## src/adder_pkg.sv

```systemverilog
// adder path shared definitions
package adder_pkg;

	localparam int XLEN        = 64;
	localparam int NREG        = 32;
	localparam int ISSUE_DEPTH = 4;

	localparam int REG_IDX_W  = $clog2(NREG);
	localparam int SLOT_IDX_W = $clog2(ISSUE_DEPTH);

	// architectural register index
	typedef logic [REG_IDX_W-1:0] reg_idx_t;

	// issue buffer slot
	typedef logic [SLOT_IDX_W-1:0] slot_idx_t;

	// data or address word
	typedef logic [XLEN-1:0] xdata_t;

	typedef enum logic [2:0] {
		OP_LUI,
		OP_AUIPC,
		OP_ADDI,
		OP_ADDIW,
		OP_ADD,
		OP_ADDW,
		OP_SUB,
		OP_SUBW
	} adder_op_t;

	// lui and auipc take no register source
	function automatic logic op_uses_rs1(adder_op_t op);
		return (op != OP_LUI) && (op != OP_AUIPC);
	endfunction

	// only register-register forms read rs2
	function automatic logic op_uses_rs2(adder_op_t op);
		logic uses;
		uses = (op == OP_ADD) || (op == OP_ADDW) || (op == OP_SUB) || (op == OP_SUBW);
		return uses;
	endfunction

	function automatic logic op_is_sub(adder_op_t op);
		return (op == OP_SUB) || (op == OP_SUBW);
	endfunction

	// 32-bit result, sign-extended to XLEN
	function automatic logic op_is_word(adder_op_t op);
		logic word;
		word = (op == OP_ADDIW) || (op == OP_ADDW) || (op == OP_SUBW);
		return word;
	endfunction

endpackage

```

## src/phys_regfile.sv

```systemverilog
// register file and busy scoreboard
`timescale 1ns/1ps

module phys_regfile import adder_pkg::*; (
	input  logic                   CLK,
	input  logic                   rst,

	input  reg_idx_t               query_rs1 [ISSUE_DEPTH],
	input  reg_idx_t               query_rs2 [ISSUE_DEPTH],
	input  reg_idx_t               check_rd,

	input  reg_idx_t               read_rs1,
	input  reg_idx_t               read_rs2,

	input  logic                   set_busy,
	input  reg_idx_t               set_rd,

	input  logic                   wb_valid,
	input  reg_idx_t               wb_rd,
	input  xdata_t                 wb_data,

	output logic [ISSUE_DEPTH-1:0] rs1_busy,
	output logic [ISSUE_DEPTH-1:0] rs2_busy,
	output logic                   rd_busy,
	output xdata_t                 read_data1,
	output xdata_t                 read_data2
);

	xdata_t            regs [NREG];
	logic [NREG-1:0]   busy;

	always_comb begin
		for (int i = 0; i < ISSUE_DEPTH; i++) begin
			rs1_busy[i] = busy[query_rs1[i]];
			rs2_busy[i] = busy[query_rs2[i]];
		end
	end

	assign rd_busy = busy[check_rd];

	// x0 is hardwired to zero
	assign read_data1 = (read_rs1 == '0) ? '0 : regs[read_rs1];
	assign read_data2 = (read_rs2 == '0) ? '0 : regs[read_rs2];

	always_ff @(posedge CLK) begin
		if (rst) begin
			for (int i = 0; i < NREG; i++) begin
				regs[i] <= '0;
			end
		end else if (wb_valid && wb_rd != '0) begin
			regs[wb_rd] <= wb_data;
		end
	end

	// set comes last so it wins over a clear of the same register
	always_ff @(posedge CLK) begin
		if (rst) begin
			busy <= '0;
		end else begin
			if (wb_valid && wb_rd != '0) begin
				busy[wb_rd] <= 1'b0;
			end
			if (set_busy && set_rd != '0) begin
				busy[set_rd] <= 1'b1;
			end
		end
	end

endmodule

```

## config.mk

```make
export PLATFORM = sky130hd
export DESIGN_NAME = phys_regfile
export DESIGN_NICKNAME = d
export VERILOG_FILES = /design/src/adder_pkg.sv /design/src/phys_regfile.sv
export SDC_FILE = /design/constraint.sdc
export NUM_CORES = 2
export LEC_CHECK = 0
export BUFFER_PORTS_ARGS = -buffer_cell sky130_fd_sc_hd__buf_2
export CORE_MARGIN = 3
export CORE_UTILIZATION = 60
export CTS_BUF_LIST = sky130_fd_sc_hd__clkbuf_16
export DETAILED_ROUTE_END_ITERATION = 8
export GPL_TIMING_DRIVEN = 1
export PLACE_DENSITY_LB_ADDON = 0.2
export SYNTH_ARGS = -nofsm -noshare
export SYNTH_HDL_FRONTEND = slang
export SYNTH_SLANG_ARGS = --single-unit
```

## constraint.sdc

```tcl
create_clock -name CLK -period 5.4 [get_ports CLK]
set_clock_uncertainty 0.15 [all_clocks]
set_input_delay 0.27 -clock CLK [delete_from_list [all_inputs] [get_ports CLK]]
set_output_delay 0.27 -clock CLK [all_outputs]
set_load 0.02 [all_outputs]
```

Yosys cells after proc, flatten, opt, wreduce, memory -nomap -nowiden
Memory sizes are Yosys's and may differ from the RTL's.
Index checks and enable logic that the tools add are counted.

word-level totals
  input port bits = 133
  memories = 1
  output and inout port bits = 137
  bits in registers = 32
  bits in latches = 0
  logic and storage cells = 62
  ROM bits = 0
  bits in writable memories = 2048

memory list
  name  words  width  read ports  clocked after memory_dff  wr ports  RTL line            text
  regs  32     64     2           0                         32        phys_regfile.sv:29  xdata_t regs [NREG];

operators by class
  divide/modulo/power cells = 0
  multiply operators = 0
  muxes and demuxes = 35
  shifts and indexed selects = 0
  bitwise logic cells = 3
  equal/unequal tests = 0
  add/sub/neg operators = 0
  reduce and logical (&&, ||, !) cells = 9
  order comparisons = 13

operator list
  operator                                                            number
  2-to-1 mux 64 bit                                                   3
  2-to-1 mux 32 bit                                                   3
  less-than comparator 5 x 6 -> 1 bit (second input constant)         11
  OR reduction 64 bit                                                 1
  binary-select mux 1 bit (select 5 bit)                              9
  bitwise AND 32 bit                                                  1
  inverter 32 bit                                                     1
  OR 32 bit                                                           1
  2-to-1 mux 1 bit                                                    17
  demux 1 bit (select 5 bit)                                          2
  greater-or-equal comparator 5 x 1 -> 1 bit (second input constant)  2
  logical NOT 5 bit                                                   2
  nonzero test 5 bit                                                  2
  2-to-1 mux 5 bit                                                    1
  logical AND 1 bit                                                   4

Longest topological paths before layout
  depth after elaboration = 10
  mapped depth = 10
  depth with buffers taken out = 4

Worst setup path before layout
Ideal clock, no wire load.

  path type = input-to-reg
  from = in rst
  to = mem regs[25][0] (netlist name) (enable)
  data required time = 4.558 ns
  stages on the path = 4
  setup time = 0.692 ns
  path buffers = 2
  arrival time = 2.081 ns
  setup slack = 2.476 ns
  cells stage by stage = inv_1 > buf_1 > clkbuf_1 > nand2_1

RTL lines
  element      RTL line            text
  from (decl)  phys_regfile.sv:6   input logic rst,
  to (decl)    phys_regfile.sv:29

Worst setup path after layout
  from = in read_rs1[3]
  to = out read_data1[30]

between the ends
  word-level cells in the longest chain between the ends = 2
  elaborated cells between the ends (all ways) = 3
  classes of those cells = 1 x mux; 1 x reduce/logical; 1 x memory

RTL lines
  element                                                           RTL line            text
  from (decl)                                                       phys_regfile.sv:12  input reg_idx_t read_rs1,
  memory (32 x 64 bit) / logical NOT 5 bit (equally long branches)  -
  2-to-1 mux 64 bit *                                               phys_regfile.sv:42  assign read_data1 = (read_rs1 == '0) ? '0 : regs[read_rs1];
  to (decl)                                                         phys_regfile.sv:25  output xdata_t read_data1,

Mark *: on every way between the ends. The rest lies on a longest branch, timed or not.

==> out/metrics.yaml <==
status: "finished, final reports clean"
worst_slack_ns: 1.27
rsz0062_at_grt: "no"
grt_max_degree: 109
grt_pass1_wl_mm: 568
num_rows: 157
synth.ff_latch_count: 2078
fin_crit_ns: 4.13
synth-compound-area-share: 0.0264
synth.avg_cell_area_um2: 15.5
leakage_nw: 43.7
syn_area_mm2: 0.112
crit_arrival_ns: 3.71
ant_nets: 0
clock-sinks: 2078
syn_inst: 7214
pin_count: 270
timing_worst_setup_path_type: "in2out"
yosys.area_share.xor_xnor: 0
critPathTopFamily: "buffers and inverters"
initial_utilization: 0.607
dpl-instance-area_mm2: 0.116
dpl_worst_slack_ns: 1.45
track_usage: 0.429
die_w_um: 437
path_cells: "buf_8 -> buf_4 -> nor4_2 -> buf_4 -> a2111oi_2 -> buf_4 -> buf_2"
core_area_mm2: 0.184
p_comb_frac: 0.134
drt-wirelength-per-cell_um: 41.1
finalSetupViolations: 0
synthSimpleGateAreaFrac: 0.130
worstMarginPinSlew_ns: 1.41
endpoint_kind: "output pin"
synth_warnings: 0
whs_path_depth: 4
synthMuxAreaShare: 0.257
worstPathRequired_ns: 4.98
synthAdderAreaFrac: 0
grt_pass1_vias: 73800
power_mw: 38.9
fin_tns_setup_ns: 0
synthToLayoutAreaGrowth_pct: 10.6
seqPwrFrac: 0.492
cts_inserted_buffers: 212
clk_path_buf_depth: 3
powerDensity_mw_per_mm2: 315
swShare: 0.259
cp_max_fo: 64
vdd_drop_max_v: 0.000309
worst_slew_margin_rel: 0.0555
final_nets: 7412
fin_area_mm2: 0.123
grt.overflow.total: 0
internal_power_mw: 28.8
mostFrequentLayoutCell: "edfxtp_1"
crit_path_max_incr_delay_ns: 0.89
clock_latency_ns: 0.86
postSynth.asyncResetShare: 0
max_freq_ghz: 0.242
die-area_mm2: 0.191
cts_tree: "yes"
drtIter0Drc: 15800
crit_path_frequent_cell: "buf_4"
synth_top_family_by_area: "multiplexers"
p_clk_frac: 0.374
whs_ns: 0.0796
synth-seq-area-share: 0.556
placed_cells: 9448
utilization: 0.671
cp.depth: 7
place_congestion: 0.904
drive_gt1_frac: 0.271
drcViolationCount: 0
finalCritPeriodShare: 0.765
crit_slowest_cell: "buf_4"
p_switching_mw: 10.1
io_buffers: 269
cts-root-buf: "clkbuf_16"
holdCritPathClass: "in2reg"
r2r_cells: 3
hpwl_mm: 224
synth_cell_types: 55
via_per_inst: 7.58
post-cts-setup-buffers: 0
crit_buf_inv: 5
synth_flop_cell: "edfxtp_1"
layout_common_cells: "edfxtp_1 (2046), and2_1 (1988), mux4_2 (1073)"
vias: 75700
cp-start-kind: "input pin"
synth_edf_count: 2046
maxSlewViolCount: 0
cap_violations: 0
antenna_found_initial: 60
wirelength_mm: 410
drt-pass1-iter-count: 5
hold_viol_final: 0
cts_htree_levels: 4
die_y_um: 437
final_cells: 9975
clkTransAtPathRegs_ns: 0.06
-- timing repair --
action	4_1_cts	5_1_grt
endpoints found under the hold margin	2032	0
resized for setup	0	0
hold buffers	81	0
-- routing by layer --
metal / up-vias / global-route usage / part of all wire / wire length, µm
met1: 37900 / 0.557 / 0.31 / 128000
met4: 24 / 0.275 / 0.078 / 31900
met3: 1733 / 0.136 / 0.17 / 68800
met2: 7940 / 0.629 / 0.44 / 182000
met5: - / 0 / 0.00048 / 195
li1: 28100 / - / - / -
-- Yosys cell counts, types with 6 or more instances --
library cell	n	area share
mux4_2	1073	0.22
nand3_1	114	0.0051
a22oi_1	55	0.0037
clkbuf_1	499	0.017
buf_2	169	0.0076
nor4_1	8	0.00045
or2_2	40	0.0022
nor3_1	7	0.00031
nand2_1	127	0.0043
edfxtp_1	2046	0.55
nor2b_1	28	0.0016
a31o_2	9	0.00071
nand2b_1	12	0.00067
o22a_1	10	0.00078
buf_4	34	0.0023
o221ai_1	11	0.00086
a211oi_1	9	0.00060
mux2i_1	396	0.035
a32o_1	13	0.0012
a21o_1	60	0.0040
a211o_1	9	0.00071
buf_6	14	0.0014
o22ai_1	154	0.0086
mux2_2	50	0.0050
buf_1	52	0.0017
or3_1	8	0.00045
a2111oi_0	7	0.00055
and2_1	1988	0.11
a221o_1	6	0.00054
a21oi_1	19	0.00085
dfxtp_1	32	0.0057
and3_1	9	0.00050
inv_1	27	0.00091
o2bb2ai_1	8	0.00063
nor2_1	53	0.0018
-- registers in the layout, summed over array words and instances, names as in the netlist --
signal / flops
busy: 32
regs: 2046
-- final timing paths --
| path | slack [ns] | end | from |
|---|---|---|---|
| max | 1.27 | read_data1[30] | read_rs1[3] |
| max reg2reg | 3.82 | busy[3] | busy[3] |
| min reg2reg | 0.49 | busy[0] | busy[0] |
| min | 0.08 | busy[11] | wb_rd[0] |
-- logic make-up after synthesis --
| logic type | Yosys count |
|---|---|
| AOI/OAI and AO/OA | 405 |
| buffers and inverters | 797 |
| DFF | 2078 |
| muxes | 1519 |
| other | 1 |
| and+or+nand+nor | 2414 |
-- worst min-delay path: cells and delay by family --
kind,cells,cell delay [ns]
buf+inv,1,0.14
simple gates,2,0.46
compound gates,1,0.18
-- power by group through the flow --
| stage | sequential (mW) | clock [mW] | combinational, mW |
|---|---|---|---|
| detailed placement | 19.4 | 0 | 5.00 |
| floorplan | 19.2 | 0 | 3.18 |
| global placement | 19.3 | 0 | 4.96 |
| CTS | 19.1 | 14.5 | 5.08 |
| global route | 19.2 | 15.1 | 5.29 |
| finish | 19.1 | 14.5 | 5.22 |
-- area by class of cell --
cell class,instances,area [µm²]
diodes,56,140
clock buffers,219,5480
clock inverters,171,1240
fillers,12400,60600
inverters,29,119
multi-input cells,4400,47000
flip-flops and latches,2078,62100
well taps,2464,3080
repair buffers,558,4380
Power figures use the tool's default switching activity.
