<file path="src/adder_pkg.sv">
// adder path shared definitions
package adder_pkg;

	localparam int XLEN        = 64;
	localparam int NREG        = 32;
	localparam int ISSUE_DEPTH = 4;

	localparam int REG_IDX_W  = $clog2(NREG);
	localparam int SLOT_IDX_W = $clog2(ISSUE_DEPTH);

	// architectural register index
	typedef logic [REG_IDX_W-1:0] reg_idx_t;

	// issue buffer slot
	typedef logic [SLOT_IDX_W-1:0] slot_idx_t;

	// data or address word
	typedef logic [XLEN-1:0] xdata_t;

	typedef enum logic [2:0] {
		OP_LUI,
		OP_AUIPC,
		OP_ADDI,
		OP_ADDIW,
		OP_ADD,
		OP_ADDW,
		OP_SUB,
		OP_SUBW
	} adder_op_t;

	// lui and auipc take no register source
	function automatic logic op_uses_rs1(adder_op_t op);
		return (op != OP_LUI) && (op != OP_AUIPC);
	endfunction

	// only register-register forms read rs2
	function automatic logic op_uses_rs2(adder_op_t op);
		logic uses;
		uses = (op == OP_ADD) || (op == OP_ADDW) || (op == OP_SUB) || (op == OP_SUBW);
		return uses;
	endfunction

	function automatic logic op_is_sub(adder_op_t op);
		return (op == OP_SUB) || (op == OP_SUBW);
	endfunction

	// 32-bit result, sign-extended to XLEN
	function automatic logic op_is_word(adder_op_t op);
		logic word;
		word = (op == OP_ADDIW) || (op == OP_ADDW) || (op == OP_SUBW);
		return word;
	endfunction

endpackage

</file>
<file path="src/issue_buffer.sv">
// adder issue buffer
`timescale 1ns/1ps

module issue_buffer import adder_pkg::*; (
	input  logic                   CLK,
	input  logic                   rst,

	input  logic                   push,
	input  adder_op_t              push_op,
	input  xdata_t                 push_pc,
	input  xdata_t                 push_imm,
	input  reg_idx_t               push_rd,
	input  reg_idx_t               push_rs1,
	input  reg_idx_t               push_rs2,

	input  logic                   pop,
	input  slot_idx_t              pop_index,

	input  reg_idx_t               check_rd,

	output logic                   full,
	output logic [ISSUE_DEPTH-1:0] entry_valid,
	output adder_op_t              entry_op  [ISSUE_DEPTH],
	output xdata_t                 entry_pc  [ISSUE_DEPTH],
	output xdata_t                 entry_imm [ISSUE_DEPTH],
	output reg_idx_t               entry_rd  [ISSUE_DEPTH],
	output reg_idx_t               entry_rs1 [ISSUE_DEPTH],
	output reg_idx_t               entry_rs2 [ISSUE_DEPTH],
	output logic                   rd_conflict
);

	logic [ISSUE_DEPTH-1:0] pop_mask;
	logic [ISSUE_DEPTH-1:0] free_mask;
	logic [ISSUE_DEPTH-1:0] valid_next;
	slot_idx_t              free_idx;

	assign full = &entry_valid;

	// a slot freed by this cycle's pop can be refilled at the same edge
	assign pop_mask  = pop ? (ISSUE_DEPTH'(1) << pop_index) : '0;
	assign free_mask = ~entry_valid | pop_mask;

	// lowest free slot
	always_comb begin
		free_idx = '0;
		for (int i = ISSUE_DEPTH - 1; i >= 0; i--) begin
			if (free_mask[i]) begin
				free_idx = slot_idx_t'(i);
			end
		end
	end

	always_comb begin
		valid_next = entry_valid & ~pop_mask;
		if (push) begin
			valid_next[free_idx] = 1'b1;
		end
	end

	always_ff @(posedge CLK) begin
		if (rst) begin
			entry_valid <= '0;
		end else begin
			entry_valid <= valid_next;
		end
	end

	always_ff @(posedge CLK) begin
		if (push) begin
			entry_op[free_idx]  <= push_op;
			entry_pc[free_idx]  <= push_pc;
			entry_imm[free_idx] <= push_imm;
			entry_rd[free_idx]  <= push_rd;
			entry_rs1[free_idx] <= push_rs1;
			entry_rs2[free_idx] <= push_rs2;
		end
	end

	// WAR guard, only sources the op really reads count
	always_comb begin
		rd_conflict = 1'b0;
		for (int i = 0; i < ISSUE_DEPTH; i++) begin
			if (entry_valid[i] && check_rd != '0) begin
				if (op_uses_rs1(entry_op[i]) && entry_rs1[i] == check_rd) begin
					rd_conflict = 1'b1;
				end
				if (op_uses_rs2(entry_op[i]) && entry_rs2[i] == check_rd) begin
					rd_conflict = 1'b1;
				end
			end
		end
	end

endmodule

</file>
<file path="config.mk">
export PLATFORM = sky130hd
export DESIGN_NAME = issue_buffer
export DESIGN_NICKNAME = d
export VERILOG_FILES = /design/src/adder_pkg.sv /design/src/issue_buffer.sv
export SDC_FILE = /design/constraint.sdc
export NUM_CORES = 1
export LEC_CHECK = 0
export ABC_AREA = 1
export BUFFER_PORTS_ARGS = -buffer_cell sky130_fd_sc_hd__buf_2
export CORE_AREA = 2 2 290 292
export CTS_CLUSTER_DIAMETER = 50
export DETAILED_ROUTE_END_ITERATION = 7
export DIE_AREA = 0 0 292 294
export HOLD_SLACK_MARGIN = 0.06
export PLACE_DENSITY = 0.54
export SLEW_MARGIN = 20
export SYNTH_ARGS = -nofsm -noshare
export SYNTH_HDL_FRONTEND = slang
export SYNTH_SLANG_ARGS = --single-unit
</file>
<file path="constraint.sdc">
create_clock -name CLK -period 14 [get_ports CLK]
set_input_delay 0 -clock CLK [delete_from_list [all_inputs] [get_ports CLK]]
set_output_delay 0 -clock CLK [all_outputs]
set_load 0.01 [all_outputs]
</file>
Word-level counts from Yosys, hierarchy flattened
Index checks and enable logic that the tools add are counted.

Muxes and demuxes: 32. $lt $le $gt $ge: 4. Bitwise logic cells: 6. Equality and inequality tests: 28. Shifts and indexed selects: 1. Reductions and logical operators: 36.

Operators with widths (count): $bwmux W256 (2); $demux W64 S2 (1); $mux W64 (1); $bwmux W20 (3); $eq A3 B3 Y1 const B (16); $eq A5 B5 Y1 (8); $logic_and A1 B1 Y1 (18); $mux W1 (13); $bwmux W12 (1); $logic_or A1 B1 Y1 (12); $ne A3 B1 Y1 const B (4); $reduce_bool A3 Y1 (4); $demux W5 S2 (1); $mux W2 (4); $mux W4 (2); $not A4 Y4 (2); $or A4 B4 Y4 (2); $demux W3 S2 (1); $mux W5 (1); $reduce_bool A5 Y1 (1); $and A4 B4 Y4 (1); $reduce_and A4 Y1 (1); $shl A1 B2 Y4 const A (1); $ge A3 B3 Y1 const B (1); other kinds (6) (6).

Output and inout bits: 590. Register bits after elaboration: 588. Logic and storage cells: 132. Bits of input ports: 157.

Logic depth before layout (Yosys ltp)
Depth in word-level cells: 16. Mapped depth: 11. Mapped depth without buffers: 10.

Worst setup path before layout
Ideal clock, no wire load.

Path kind: reg-to-reg. From: reg, netlist name entry_valid[3]. To: reg entry_imm[192] (netlist name), enable pin. Required time: 13.346 ns. Stages on the path, launching flop included: 7. Path buffers: 0. Slack: 6.542 ns. Library setup time: 0.654 ns. Arrival: 6.804 ns. Period minus slack after synthesis: 7.458 ns. Cells stage by stage: dfxtp_1 > nand2_1 > inv_1 > nor2_1 > nor2_1 > nor2_1 > nor2_1.

RTL lines: end signal, assigned by index (RTL line issue_buffer.sv:72) `entry_imm[free_idx] <= push_imm;`; end, declared (RTL line issue_buffer.sv:25) `output xdata_t entry_imm [ISSUE_DEPTH],`.

==> run summary <==
After layout, the worst path uses 22.92% of the clock period. The library cell used most frequently in the layout, excluding fill and tap cells, is buf_2. Leakage power of the design: 10.95 nW. For the number of global-route vias before repair, the log shows 12040. The top metal layer carrying routed signals is met5.

For the initial detailed-routing violation count, the log shows 634. The number of buffers inserted for hold repair after clock tree synthesis came out at 156. The number of nets in the synthesized netlist is 1006. The run gives 1983 as the post-layout net count. In the global route stage, overall resource usage came out at 12.10%.

The first global-routing pass estimated 77630 um of wire. In this run the critical register-to-register path is captured at entry_imm[164]. The length of routed wiring on met1 is 19390 um.

The final critical-path required period works out to 3208 ps. Buffer type at the clock tree root: clkbuf_16. The worst setup path is launched from a primary input. For this design the ratio of total power to cell area is 144.4 nW/um2. The number of different library cells used by synthesis comes to 15. For the pin with the worst max-slew slack, the measured transition is 1032 ps. Along the worst path, the maximum fanout reaches 53. Synthesis produced 849 cells. The critical path is of the in -> reg type. Of the cells placed in the final design, the portion with a size suffix greater than 1 is 46.11%. After synthesis, the mean cell area works out to 21.97 um2. For this run, the slowest stage of the critical path takes 700 ps. Type of the most critical hold path: in -> reg.

In this run the most critical hold path is launched from push_rd[4]. Global routing finished with a remaining overflow of 0. The slowest cell on the critical path is buf_4. During synthesis, Yosys emitted a total of 0 warnings. Setup repair after global routing left no endpoint under its margin. The die is 294 um tall. Number of hold violations in the final report: 0. The first detailed-routing pass ran for 4 iterations.

Launch instance of the worst register-to-register path: entry_valid[2]. The number of I/O pins is 747. Entering global routing, the biggest net connects 61 pins. After clock tree synthesis, the repair step resized 0 gates. The length in cells of the worst reg-to-reg path was 8. The synthesized area is 18650 um2. The initialized floorplan defines 106 standard-cell rows. The H-tree depth is 3, and the area of the die is 85850 um2. The number of vias per cell after detailed routing is 3.876, and the placeable core region is 82890 um2. The logs give 2 for the number of antenna violations at the first check in global routing and 0 for the number of setup buffers added after CTS. The routed design uses 28570 um of met2 wire.

The worst setup path is captured at a flop. The congestion estimate from routability-driven global placement came to 0.8716. The count of pins over their slew limit is 0, and the register area share after synthesis is 94.44%. The tools report the register-to-register path setup slack as 11110 ps.

Synthesis inferred 588 register bits. For this run, the top clock speed supported by timing is 311.7 MHz. For the starting utilization of the core area, the log shows 22.50%.

The signal on the critical path passes through dlygate4sd3_1, buf_2, inv_1, nand3_1, dlygate4sd3_1, nand2_1, inv_1, nand2_1, nand2_1, nand2_1, nor2_4, buf_4, buf_4. The cell depth of the worst hold path is 2, and the antenna violation net count after detailed routing is 0. After detailed routing, the met3 layer carries 5263 um of wire. Once detailed placement completed, the half-perimeter wirelength came to 37770 um. For the worst setup path, the data arrival time is 3430 ps.

After detailed routing, the total wire length is 54910 um. Port buffering added 746 buffers. The worst hold path terminates at entry_rd[19]. After detailed routing, the number of remaining DRC violations is 0. In this run the tightest slew margin relative to its limit is 31.17%. The max-cap check violation count was 0. The tools report the required time of the critical path as 14220 ps.

The accumulated negative setup slack is 0 ps, and the maximum number of buffers from clock root to sink is 3. Dividing the detail-routed wire length by the instance count gives 18.56 um. CTS saw 588 sinks. For the clock latency on the worst-skew pair, the log shows 620 ps. The cell that appears most often on the critical path is nand2_1. From left edge to right edge, the die measures 292 um. The signed area change from the synthesized netlist to the final layout was 48.21%. IR analysis of the VDD net gives a maximum drop of 99.73 uV. The library cells used most frequently in the layout, excluding fill and tap cells, are buf_2 (746), edfxtp_1 (584), dlygate4sd3_1 (156), nand2_1 (135), clkbuf_16 (68).

Final clock skew: 39.05 ps. The kind of cell with the highest combined delay on the critical path was buffers and inverters. For the setup-violating endpoint count in the final report, the log shows 0. After clock tree synthesis, the clock-pin slew on the worst setup and hold paths is 60 ps. TritonCTS built the clock tree.

The logs give 0 for the antenna cell count and 68 for the total clock buffers created by CTS. The number of buffers and inverters on the critical path is 7. The flow ran to the end, and the final reports show no timing, DRC or antenna violations. At the end of the flow the core is filled with cells to 33.35%. The final route contains 11470 vias.
[power by group]
group | leakage (nW) | switching [W] | internal [W]
Clock | 1.09 | 0.000745 | 0.00103
Sequential | 5.40 | 0.0000146 | 0.00200
Combinational | 4.46 | 0.000125 | 0.0000805
[how the worst max path moves through the flow]
stage | start | to | depth (start not counted)
6_report | pop_index[0] | entry_imm[164] | 13
5_1_grt | pop_index[0] | entry_imm[164] | 13
4_1_cts | pop_index[0] | entry_imm[175] | 13
3_5_place_dp | entry_valid[3] | entry_pc[142] | 8
3_3_place_gp | entry_valid[3] | entry_imm[143] | 8
2_1_floorplan | entry_valid[3] | entry_imm[192] | 6
[synthesized netlist by cell type]
master      n  share of area, %
o21bai_1    1             0.040
nor3_1      1             0.027
nor2_1     39              0.78
buf_2       1             0.027
inv_1      56               1.1
nand2_2     1             0.034
nand3_1    13              0.35
a21oi_1     4              0.11
buf_6       2              0.12
edfxtp_1  584                94
o21ai_0     4              0.11
buf_4       2             0.080
nand2_1   135               2.7
dfxtp_1     4              0.43
inv_2       2             0.040
[metal layers]
| metal | up-vias | track usage [%] |
|---|---|---|
| li1 | 5130 | - |
| met1 | 5649 | 12.87 |
| met2 | 585 | 21.49 |
| met3 | 99 | 4.758 |
| met4 | 2 | 4.677 |
| met5 | - | 0 |
[cell type report]
class / instances / area, um2
inverter: 58 / 227.7
sequential: 588 / 17620
clock buffer: 77 / 1735
multi-input combinational: 198 / 792.0
fill: 8011 / 55240
clock inverter: 45 / 554.3
tap: 1080 / 1351
timing repair buffer: 912 / 5370
[logic make-up after synthesis]
group | share of synthesized area (%)
AND/OR/NAND/NOR | 3.910
flip-flops | 94.44
buffers and inverters | 1.395
AO/OA/AOI/OAI | 0.2549
[flip-flops by register name (all words and copies together) (netlist names)]
register	count
entry_op	12
entry_rd	20
entry_rs2	20
entry_imm	256
entry_valid	4
entry_pc	256
entry_rs1	20
[metrics by stage]
| stage | cells | power [W] | area [um2] | setup WS (ps) | hold WS, ps |
|---|---|---|---|---|---|
| 4_1_cts | 2958 | 0.004045 | 27650 | 10900 | 78.98 |
| 3_5_place_dp | 2680 | 0.002221 | 23800 | 11130 | 218.3 |
| 6_report | 2958 | 0.003993 | 27650 | 10790 | 137.0 |
| 2_1_floorplan | 849 | 0.002116 | 18650 | 6542 | 69.07 |
| 3_3_place_gp | 2680 | 0.002216 | 23800 | 11210 | 205.2 |
| 5_1_grt | 2958 | 0.004124 | 27650 | 10630 | 93.71 |
(Power assumes the default switching activity.)
