## config.mk

```make
export PLATFORM = sky130hd
export DESIGN_NAME = adder_issue
export DESIGN_NICKNAME = d
export VERILOG_FILES = /design/src/adder_pkg.sv /design/src/adder_issue.sv
export SDC_FILE = /design/constraint.sdc
export NUM_CORES = 1
export LEC_CHECK = 0
export BUFFER_PORTS_ARGS = -buffer_cell sky130_fd_sc_hd__buf_2
export CAP_MARGIN = 20
export CORE_AREA = 2 2 457 459
export DETAILED_ROUTE_END_ITERATION = 7
export DIE_AREA = 0 0 459 461
export PLACE_DENSITY = 0.3
export SLEW_MARGIN = 30
export SYNTH_ARGS = -nofsm -noshare
export SYNTH_HDL_FRONTEND = slang
export SYNTH_SLANG_ARGS = --single-unit
```

## constraint.sdc

```tcl
create_clock -name vclk -period 3.25
set_input_delay 0.1625 -clock vclk [all_inputs]
set_output_delay 0.1625 -clock vclk [all_outputs]
set_load 0.02 [all_outputs]
```

## src/adder_pkg.sv

```systemverilog
// adder path shared definitions
package adder_pkg;

	localparam int XLEN        = 64;
	localparam int NREG        = 32;
	localparam int ISSUE_DEPTH = 4;

	localparam int REG_IDX_W  = $clog2(NREG);
	localparam int SLOT_IDX_W = $clog2(ISSUE_DEPTH);

	// architectural register index
	typedef logic [REG_IDX_W-1:0] reg_idx_t;

	// issue buffer slot
	typedef logic [SLOT_IDX_W-1:0] slot_idx_t;

	// data or address word
	typedef logic [XLEN-1:0] xdata_t;

	typedef enum logic [2:0] {
		OP_LUI,
		OP_AUIPC,
		OP_ADDI,
		OP_ADDIW,
		OP_ADD,
		OP_ADDW,
		OP_SUB,
		OP_SUBW
	} adder_op_t;

	// lui and auipc take no register source
	function automatic logic op_uses_rs1(adder_op_t op);
		return (op != OP_LUI) && (op != OP_AUIPC);
	endfunction

	// only register-register forms read rs2
	function automatic logic op_uses_rs2(adder_op_t op);
		logic uses;
		uses = (op == OP_ADD) || (op == OP_ADDW) || (op == OP_SUB) || (op == OP_SUBW);
		return uses;
	endfunction

	function automatic logic op_is_sub(adder_op_t op);
		return (op == OP_SUB) || (op == OP_SUBW);
	endfunction

	// 32-bit result, sign-extended to XLEN
	function automatic logic op_is_word(adder_op_t op);
		logic word;
		word = (op == OP_ADDIW) || (op == OP_ADDW) || (op == OP_SUBW);
		return word;
	endfunction

endpackage

```

## src/adder_issue.sv

```systemverilog
// adder dispatch, select and operand read
`timescale 1ns/1ps

module adder_issue import adder_pkg::*; (
	input  logic                   CLK,
	input  logic                   rst,

	input  logic                   dispatch_valid,
	output logic                   dispatch_ready,
	input  adder_op_t              dispatch_op,
	input  xdata_t                 dispatch_pc,
	input  xdata_t                 dispatch_imm,
	input  reg_idx_t               dispatch_rd,
	input  reg_idx_t               dispatch_rs1,
	input  reg_idx_t               dispatch_rs2,

	output logic                   push,
	output adder_op_t              push_op,
	output xdata_t                 push_pc,
	output xdata_t                 push_imm,
	output reg_idx_t               push_rd,
	output reg_idx_t               push_rs1,
	output reg_idx_t               push_rs2,
	output logic                   pop,
	output slot_idx_t              pop_index,

	input  logic                   full,
	input  logic [ISSUE_DEPTH-1:0] entry_valid,
	input  adder_op_t              entry_op  [ISSUE_DEPTH],
	input  xdata_t                 entry_pc  [ISSUE_DEPTH],
	input  xdata_t                 entry_imm [ISSUE_DEPTH],
	input  reg_idx_t               entry_rd  [ISSUE_DEPTH],
	input  reg_idx_t               entry_rs1 [ISSUE_DEPTH],
	input  reg_idx_t               entry_rs2 [ISSUE_DEPTH],
	input  logic                   rd_conflict,

	input  logic [ISSUE_DEPTH-1:0] rs1_busy,
	input  logic [ISSUE_DEPTH-1:0] rs2_busy,
	input  logic                   rd_busy,
	output logic                   set_busy,
	output reg_idx_t               set_rd,

	output reg_idx_t               read_rs1,
	output reg_idx_t               read_rs2,
	input  xdata_t                 read_data1,
	input  xdata_t                 read_data2,

	output logic                   issue_valid,
	output logic                   issue_sub,
	output logic                   issue_w,
	output reg_idx_t               issue_rd,
	output xdata_t                 issue_op1,
	output xdata_t                 issue_op2
);

	logic [ISSUE_DEPTH-1:0] entry_ready;
	adder_op_t              sel_op;

	// room, no WAW on a busy rd, no WAR against a waiting entry
	assign dispatch_ready = (!full || pop) && !rd_busy && !rd_conflict;
	assign push           = dispatch_valid && dispatch_ready;

	assign push_op  = dispatch_op;
	assign push_pc  = dispatch_pc;
	assign push_imm = dispatch_imm;
	assign push_rd  = dispatch_rd;
	assign push_rs1 = dispatch_rs1;
	assign push_rs2 = dispatch_rs2;

	assign set_busy = push;
	assign set_rd   = dispatch_rd;

	// a source equal to the entry's own rd was final at dispatch,
	// its busy bit belongs to this very entry
	always_comb begin
		for (int i = 0; i < ISSUE_DEPTH; i++) begin
			entry_ready[i] = entry_valid[i]
				&& (!op_uses_rs1(entry_op[i]) || !rs1_busy[i] || entry_rs1[i] == entry_rd[i])
				&& (!op_uses_rs2(entry_op[i]) || !rs2_busy[i] || entry_rs2[i] == entry_rd[i]);
		end
	end

	// lowest ready slot wins
	always_comb begin
		issue_valid = 1'b0;
		pop_index   = '0;
		for (int i = ISSUE_DEPTH - 1; i >= 0; i--) begin
			if (entry_ready[i]) begin
				issue_valid = 1'b1;
				pop_index   = slot_idx_t'(i);
			end
		end
	end

	// execute never stalls
	assign pop = issue_valid;

	assign sel_op   = entry_op[pop_index];
	assign read_rs1 = entry_rs1[pop_index];
	assign read_rs2 = entry_rs2[pop_index];

	always_comb begin
		case (sel_op)
			OP_LUI:   issue_op1 = '0;
			OP_AUIPC: issue_op1 = entry_pc[pop_index];
			default:  issue_op1 = read_data1;
		endcase
	end

	assign issue_op2 = op_uses_rs2(sel_op) ? read_data2 : entry_imm[pop_index];
	assign issue_sub = op_is_sub(sel_op);
	assign issue_w   = op_is_word(sel_op);
	assign issue_rd  = entry_rd[pop_index];

endmodule

```

# Word-level counts from Yosys, hierarchy flattened

Index checks and enable logic that the tools add are counted.

Logic and storage cells: 138
Flip-flop bits (word level): 0
Output and inout port bits: 303

Equality and inequality tests: 34
Magnitude comparators: 1
Bitwise gates (word level): 1
Reduce and logical (&&, ||, !) cells: 74
Multiplexer cells: 28

Operators by type and width:

| cell                                                   | number |
|---|---|
| 2-to-1 mux 64 bit                                      | 5 |
| binary-select mux 64 bit (select 2 bit)                | 2 |
| one-hot mux 64 bit (2 select lines)                    | 1 |
| equality test 3 bit (second input constant)            | 20 |
| equality test 5 bit                                    | 8 |
| logical OR 1 bit                                       | 35 |
| binary-select mux 5 bit (select 2 bit)                 | 3 |
| 2-to-1 mux 5 bit                                       | 6 |
| logical NOT 1 bit                                      | 19 |
| logical AND 1 bit                                      | 15 |
| inequality test 3 x 1 -> 1 bit (second input constant) | 4 |
| nonzero test 3 bit                                     | 4 |
| 2-to-1 mux 2 bit                                       | 4 |
| binary-select mux 3 bit (select 2 bit)                 | 1 |
| 2-to-1 mux 3 bit                                       | 2 |
| 2-to-1 mux 1 bit                                       | 4 |
| equality test 3 x 1 -> 1 bit (second input constant)   | 1 |
| equality test 3 x 2 -> 1 bit (second input constant)   | 1 |
| >= comparator 3 bit (second input constant)            | 1 |
| logical NOT 3 bit                                      | 1 |
| inverter 2 -> 3 bit                                    | 1 |

# Logic depth before layout (Yosys ltp)

Depth in word-level cells: 21
Depth in mapped cells: 14

# Least setup slack after synthesis

Ideal clock, no wire load.

Path kind: input-to-output
Start: input port entry_rs1[7] (netlist name)
End: output port issue_rd[0]
Stages: 12
Setup slack: 0.539 ns
Data arrival time: 2.549 ns
Cell sequence: xor2_1 -> o41ai_1 -> a22oi_1 -> or3_1 -> buf_4 -> inv_4 -> buf_6 -> buf_2 -> buf_4 -> buf_2 -> nand2_1 -> a31oi_1

Word-level cells in the longest chain between the ends: 11

Ends and longest elaborated chain:

| what                                                 | line               | text |
|---|---|---|
| from (decl)                                          | adder_issue.sv:33  | `input reg_idx_t entry_rs1 [ISSUE_DEPTH],` |
| equality test 5 bit                                  | adder_issue.sv:78  | `&& (!op_uses_rs1(entry_op[i]) \|\| !rs1_busy[i] \|\| entry_rs1[i] == entry_rd[i])` |
| logical OR 1 bit                                     | adder_issue.sv:78  |  |
| logical AND 1 bit                                    | adder_issue.sv:78  |  |
| logical AND 1 bit                                    | adder_issue.sv:79  | `&& (!op_uses_rs2(entry_op[i]) \|\| !rs2_busy[i] \|\| entry_rs2[i] == entry_rd[i]);` |
| 2-to-1 mux 2 bit (3 in series)                       | adder_issue.sv:88  | `if (entry_ready[i]) begin` |
| via pop_index[1]                                     | adder_issue.sv:25  | `output slot_idx_t pop_index,` |
| inverter 2 -> 3 bit (not written as such)            | adder_issue.sv:113 | `assign issue_rd = entry_rd[pop_index];` |
| binary-select mux 5 bit (select 2 bit)               | adder_issue.sv:113 |  |
| 2-to-1 mux 5 bit (not written as such) (2 in series) | adder_issue.sv:113 |  |
| to (decl)                                            | adder_issue.sv:51  | `output reg_idx_t issue_rd,` |

The timed path passes the listed nets, and every way through them passes these cells. The select of a mux whose other input is x is not followed.

# Worst setup path in the final report

Start: input port entry_rd[11] (netlist name)
End: output port issue_op1[44]

Word-level cells in the longest chain between the ends: 12
Elaborated cells on any way between the ends: 18

Ends and longest elaborated chain:

| what                                                              | line                                  | text |
|---|---|---|
| from (decl)                                                       | adder_issue.sv:32                     | `input reg_idx_t entry_rd [ISSUE_DEPTH],` |
| equality test 5 bit                                               | adder_issue.sv:78                     |  |
| logical OR 1 bit                                                  | adder_issue.sv:78                     |  |
| logical AND 1 bit                                                 | adder_issue.sv:78                     |  |
| logical AND 1 bit (*)                                             | adder_issue.sv:79                     |  |
| 2-to-1 mux 2 bit (*) (2 in series)                                | adder_issue.sv:88                     |  |
| inverter 2 -> 3 bit (not written as such) (*)                     | adder_issue.sv:98, adder_issue.sv:105 |  |
| binary-select mux 3 bit (select 2 bit)                            | adder_issue.sv:98                     | `assign sel_op = entry_op[pop_index];` |
| 2-to-1 mux 3 bit (not written as such) (2 in series)              | adder_issue.sv:98                     |  |
| equality test 3 x 1 -> 1 bit or logical NOT 3 bit (tied branches) | adder_issue.sv:103                    | `case (sel_op)` |
| one-hot mux 64 bit (2 select lines) (*)                           | adder_issue.sv:103                    |  |
| to (decl)                                                         | adder_issue.sv:52                     | `output xdata_t issue_op1,` |

Mark *: on every way between the ends. The rest lies on a longest branch, timed or not. The select of a mux whose other input is x is not followed.

==> reports/metrics.yaml <==
required_ns: 3.09
fillers: 24621
whs_ns: 0.325
die_x_um: 459
slowest_stage: "o21ai_0"
hold_depth: 0
min_period_ns: 3.18
cp_cell_sequence: "buf_2 -> xor2_2 -> nor3_2 -> a31oi_1 -> a311oi_2 -> buf_4 -> or3_4 -> buf_12 -> buf_4 -> buf_12 -> nand2_1 -> nand2_1 -> o21ai_0 -> o2bb2ai_1 -> buf_2"
synth_nets: 2288
avgSynthCellArea_um2: 5.70
crit_type: "input port to output pin"
antenna_found_initial: 97
status: "completed"
start_kind: "input port"
power.density_nw_per_um2: 288
place_congestion: 0.886
tightest_slew_ns: 0.578
ios: 1179
synth_area_um2: 8050
seqCellArea_um2: 0
hold_path_class: "input port to output pin"
core_area_um2: 206000
start_util: 0.0390
grt_start_max_net_pins: 43
grt_use_total: 0.112
drt-initial-drc-count: 710
rsz0062_at_grt: "true"
relSlewSlack: 0.611
synth.distinct_cells: 36
remaining_drc_errors: 0
finalCritPeriodShare: 0.978
crit_fanout: 18
dr.pass1.iters: 5
finalSetupViolations: 0
nNetsFinal: 3099
hold_path_end: "push_imm[14]"
ys.warnings.count: 0
max_stage_delay_ns: 0.46
area_growth_pct: 112
first_global_vias: 13924
dp_hpwl_um: 117000
die_y_um: 461
cap_viol_max_count: 0
dieArea_um2: 212000
cp.arrival_ns: 3.02
overflow: 0
drtAntennaViolNets: 0
worstSetupEndpointType: "output pin"
postSynthCellCount: 1412
leakagePower_uw: 0.00784
seq_area_frac_synth: 0
worstHoldStart: "dispatch_imm[14]"
via_per_inst: 2.80
fmax_mhz: 315
wire_per_inst_um: 25.9
grt_pass1_wl_um: 154000
post-route-util: 0.0826
layout-drive-gt1-share: 0.559
vias: 13804
ir_drop_mv: 0.0861
nClkBuffers: 0
seq_cells: 0
slew_violations: 0
hold_viol: 0
portBuffers: 880
wl_um: 128000
placement_rows: 167
==> worst max path at each step <==
stage                               end  slack [ns]          from  depth (start not counted)
after floorplan             issue_rd[0]        0.54  entry_rs1[7]                         12
after global placement     issue_op2[1]       -0.79   entry_rd[4]                         14
after detailed placement  issue_op1[36]       -0.61   entry_rd[4]                         14
after CTS                 issue_op1[36]      -0.002  entry_rd[16]                         15
after global routing       issue_op2[1]       -0.04  entry_rd[11]                         15
final                     issue_op1[44]        0.07  entry_rd[11]                         15
==> report_power, final <==
part,total [uW],switching [uW],internal [uW],leakage (uW)
sequential,0,0,0,0
combinational,4920,2850,2070,0.00784
clock,0.000299,0,0.000299,0.0000000316
total,4920,2850,2070,0.00784
==> cells by family (layout without fill, tap and decap cells) <==
family          after synthesis  in the layout  synth area share
simple gates                805            805             0.415
xor+xnor                     40             40            0.0435
mux                          69             69            0.0962
other cells                   0              5                 0
buf+inv                     272           1081             0.217
compound gates              226            226             0.229
==> cell type report <==
type	instances	area (um^2)	share of cell area
timing repair buffer	1076	6920	0.406
multi-input combinational	1140	6710	0.393
timing repair inverter	1	8.76	0.000513
antenna	5	12.5	0.000733
inverter	4	30.0	0.00176
tap	2704	3380	0.198
==> metrics by stage <==
| step | instances | TNS [ns] | area [um^2] | setup WS, ns | total power [uW] |
|---|---|---|---|---|---|
| global route | 4927 | -0.0410 | 17100 | -0.0397 | 5340 |
| CTS | 4923 | -0.00273 | 16900 | -0.00200 | 5060 |
| finish | 4930 | 0 | 17100 | 0.0722 | 4920 |
| floorplan | 1412 | 0 | 8050 | 0.539 | 2180 |
| global placement | 4916 | -29.40 | 16400 | -0.793 | 4880 |
| detailed placement | 4916 | -25.47 | 16500 | -0.607 | 4860 |
==> per-layer routing <==
layer	global-route usage	wire (um)	up-vias
met1	0.110	42100	6300
li1	-	-	6224
met2	0.199	61700	964
met4	0.0214	3730	50
met5	0	327	-
met3	0.0721	20000	266
==> timing repair <==
item,4_1_cts,5_1_grt
buffers inserted,3,2
pin swaps,3,5
cloned,4,0
gates resized for setup,66,35
hold buffers,0,0
endpoints found under the setup margin,143,126
==> cell usage in the layout (no fill, tap or decap), drive strengths merged <==
master / netlist / final
a211o: 2 / 2
o41ai: 2 / 2
o2bb2ai: 64 / 64
or3: 1 / 1
buf: 227 / 1074
mux2: 64 / 64
inv: 4 / 3
and3: 80 / 80
mux2i: 5 / 5
diode: 0 / 5
a311oi: 2 / 2
bufbuf: 0 / 1
nor2: 3 / 3
xor2: 18 / 18
nor3: 2 / 2
nand2b: 1 / 1
o311ai: 3 / 3
a21oi: 1 / 1
clkinv: 0 / 2
clkbuf: 41 / 1
o21ai: 68 / 68
nand2: 643 / 643
nand3: 73 / 73
a31oi: 80 / 80
o22ai: 2 / 2
xnor2: 22 / 22
a22oi: 1 / 1
o221ai: 1 / 1
and2: 2 / 2
==> synth_stat cells, drive strengths merged <==
cell / instances / area share
a311oi: 2 / 0.0022
a211o: 2 / 0.0022
xor2: 18 / 0.020
nor3: 2 / 0.0012
o21ai: 68 / 0.042
and3: 80 / 0.062
o41ai: 2 / 0.0031
a21oi: 1 / 0.00062
xnor2: 22 / 0.024
mux2: 64 / 0.090
o22ai: 2 / 0.0016
mux2i: 5 / 0.0067
a31oi: 80 / 0.062
or3: 1 / 0.00078
and2: 2 / 0.0016
nand2: 643 / 0.30
nand3: 73 / 0.047
o2bb2ai: 64 / 0.11
nor2: 3 / 0.0014
o311ai: 3 / 0.0042
inv: 4 / 0.0022
o221ai: 1 / 0.0011
nand2b: 1 / 0.00078
clkbuf: 41 / 0.019
buf: 227 / 0.20
a22oi: 1 / 0.00093
==> critical path, delay by kind of cell <==
family	cells	cell delay, ns
and+or+nand+nor	4	0.64
xor gates and xnor gates	1	0.27
buffers and inverters	6	1.03
AOI/OAI and AO/OA	4	0.85
(Power assumes the default switching activity.)
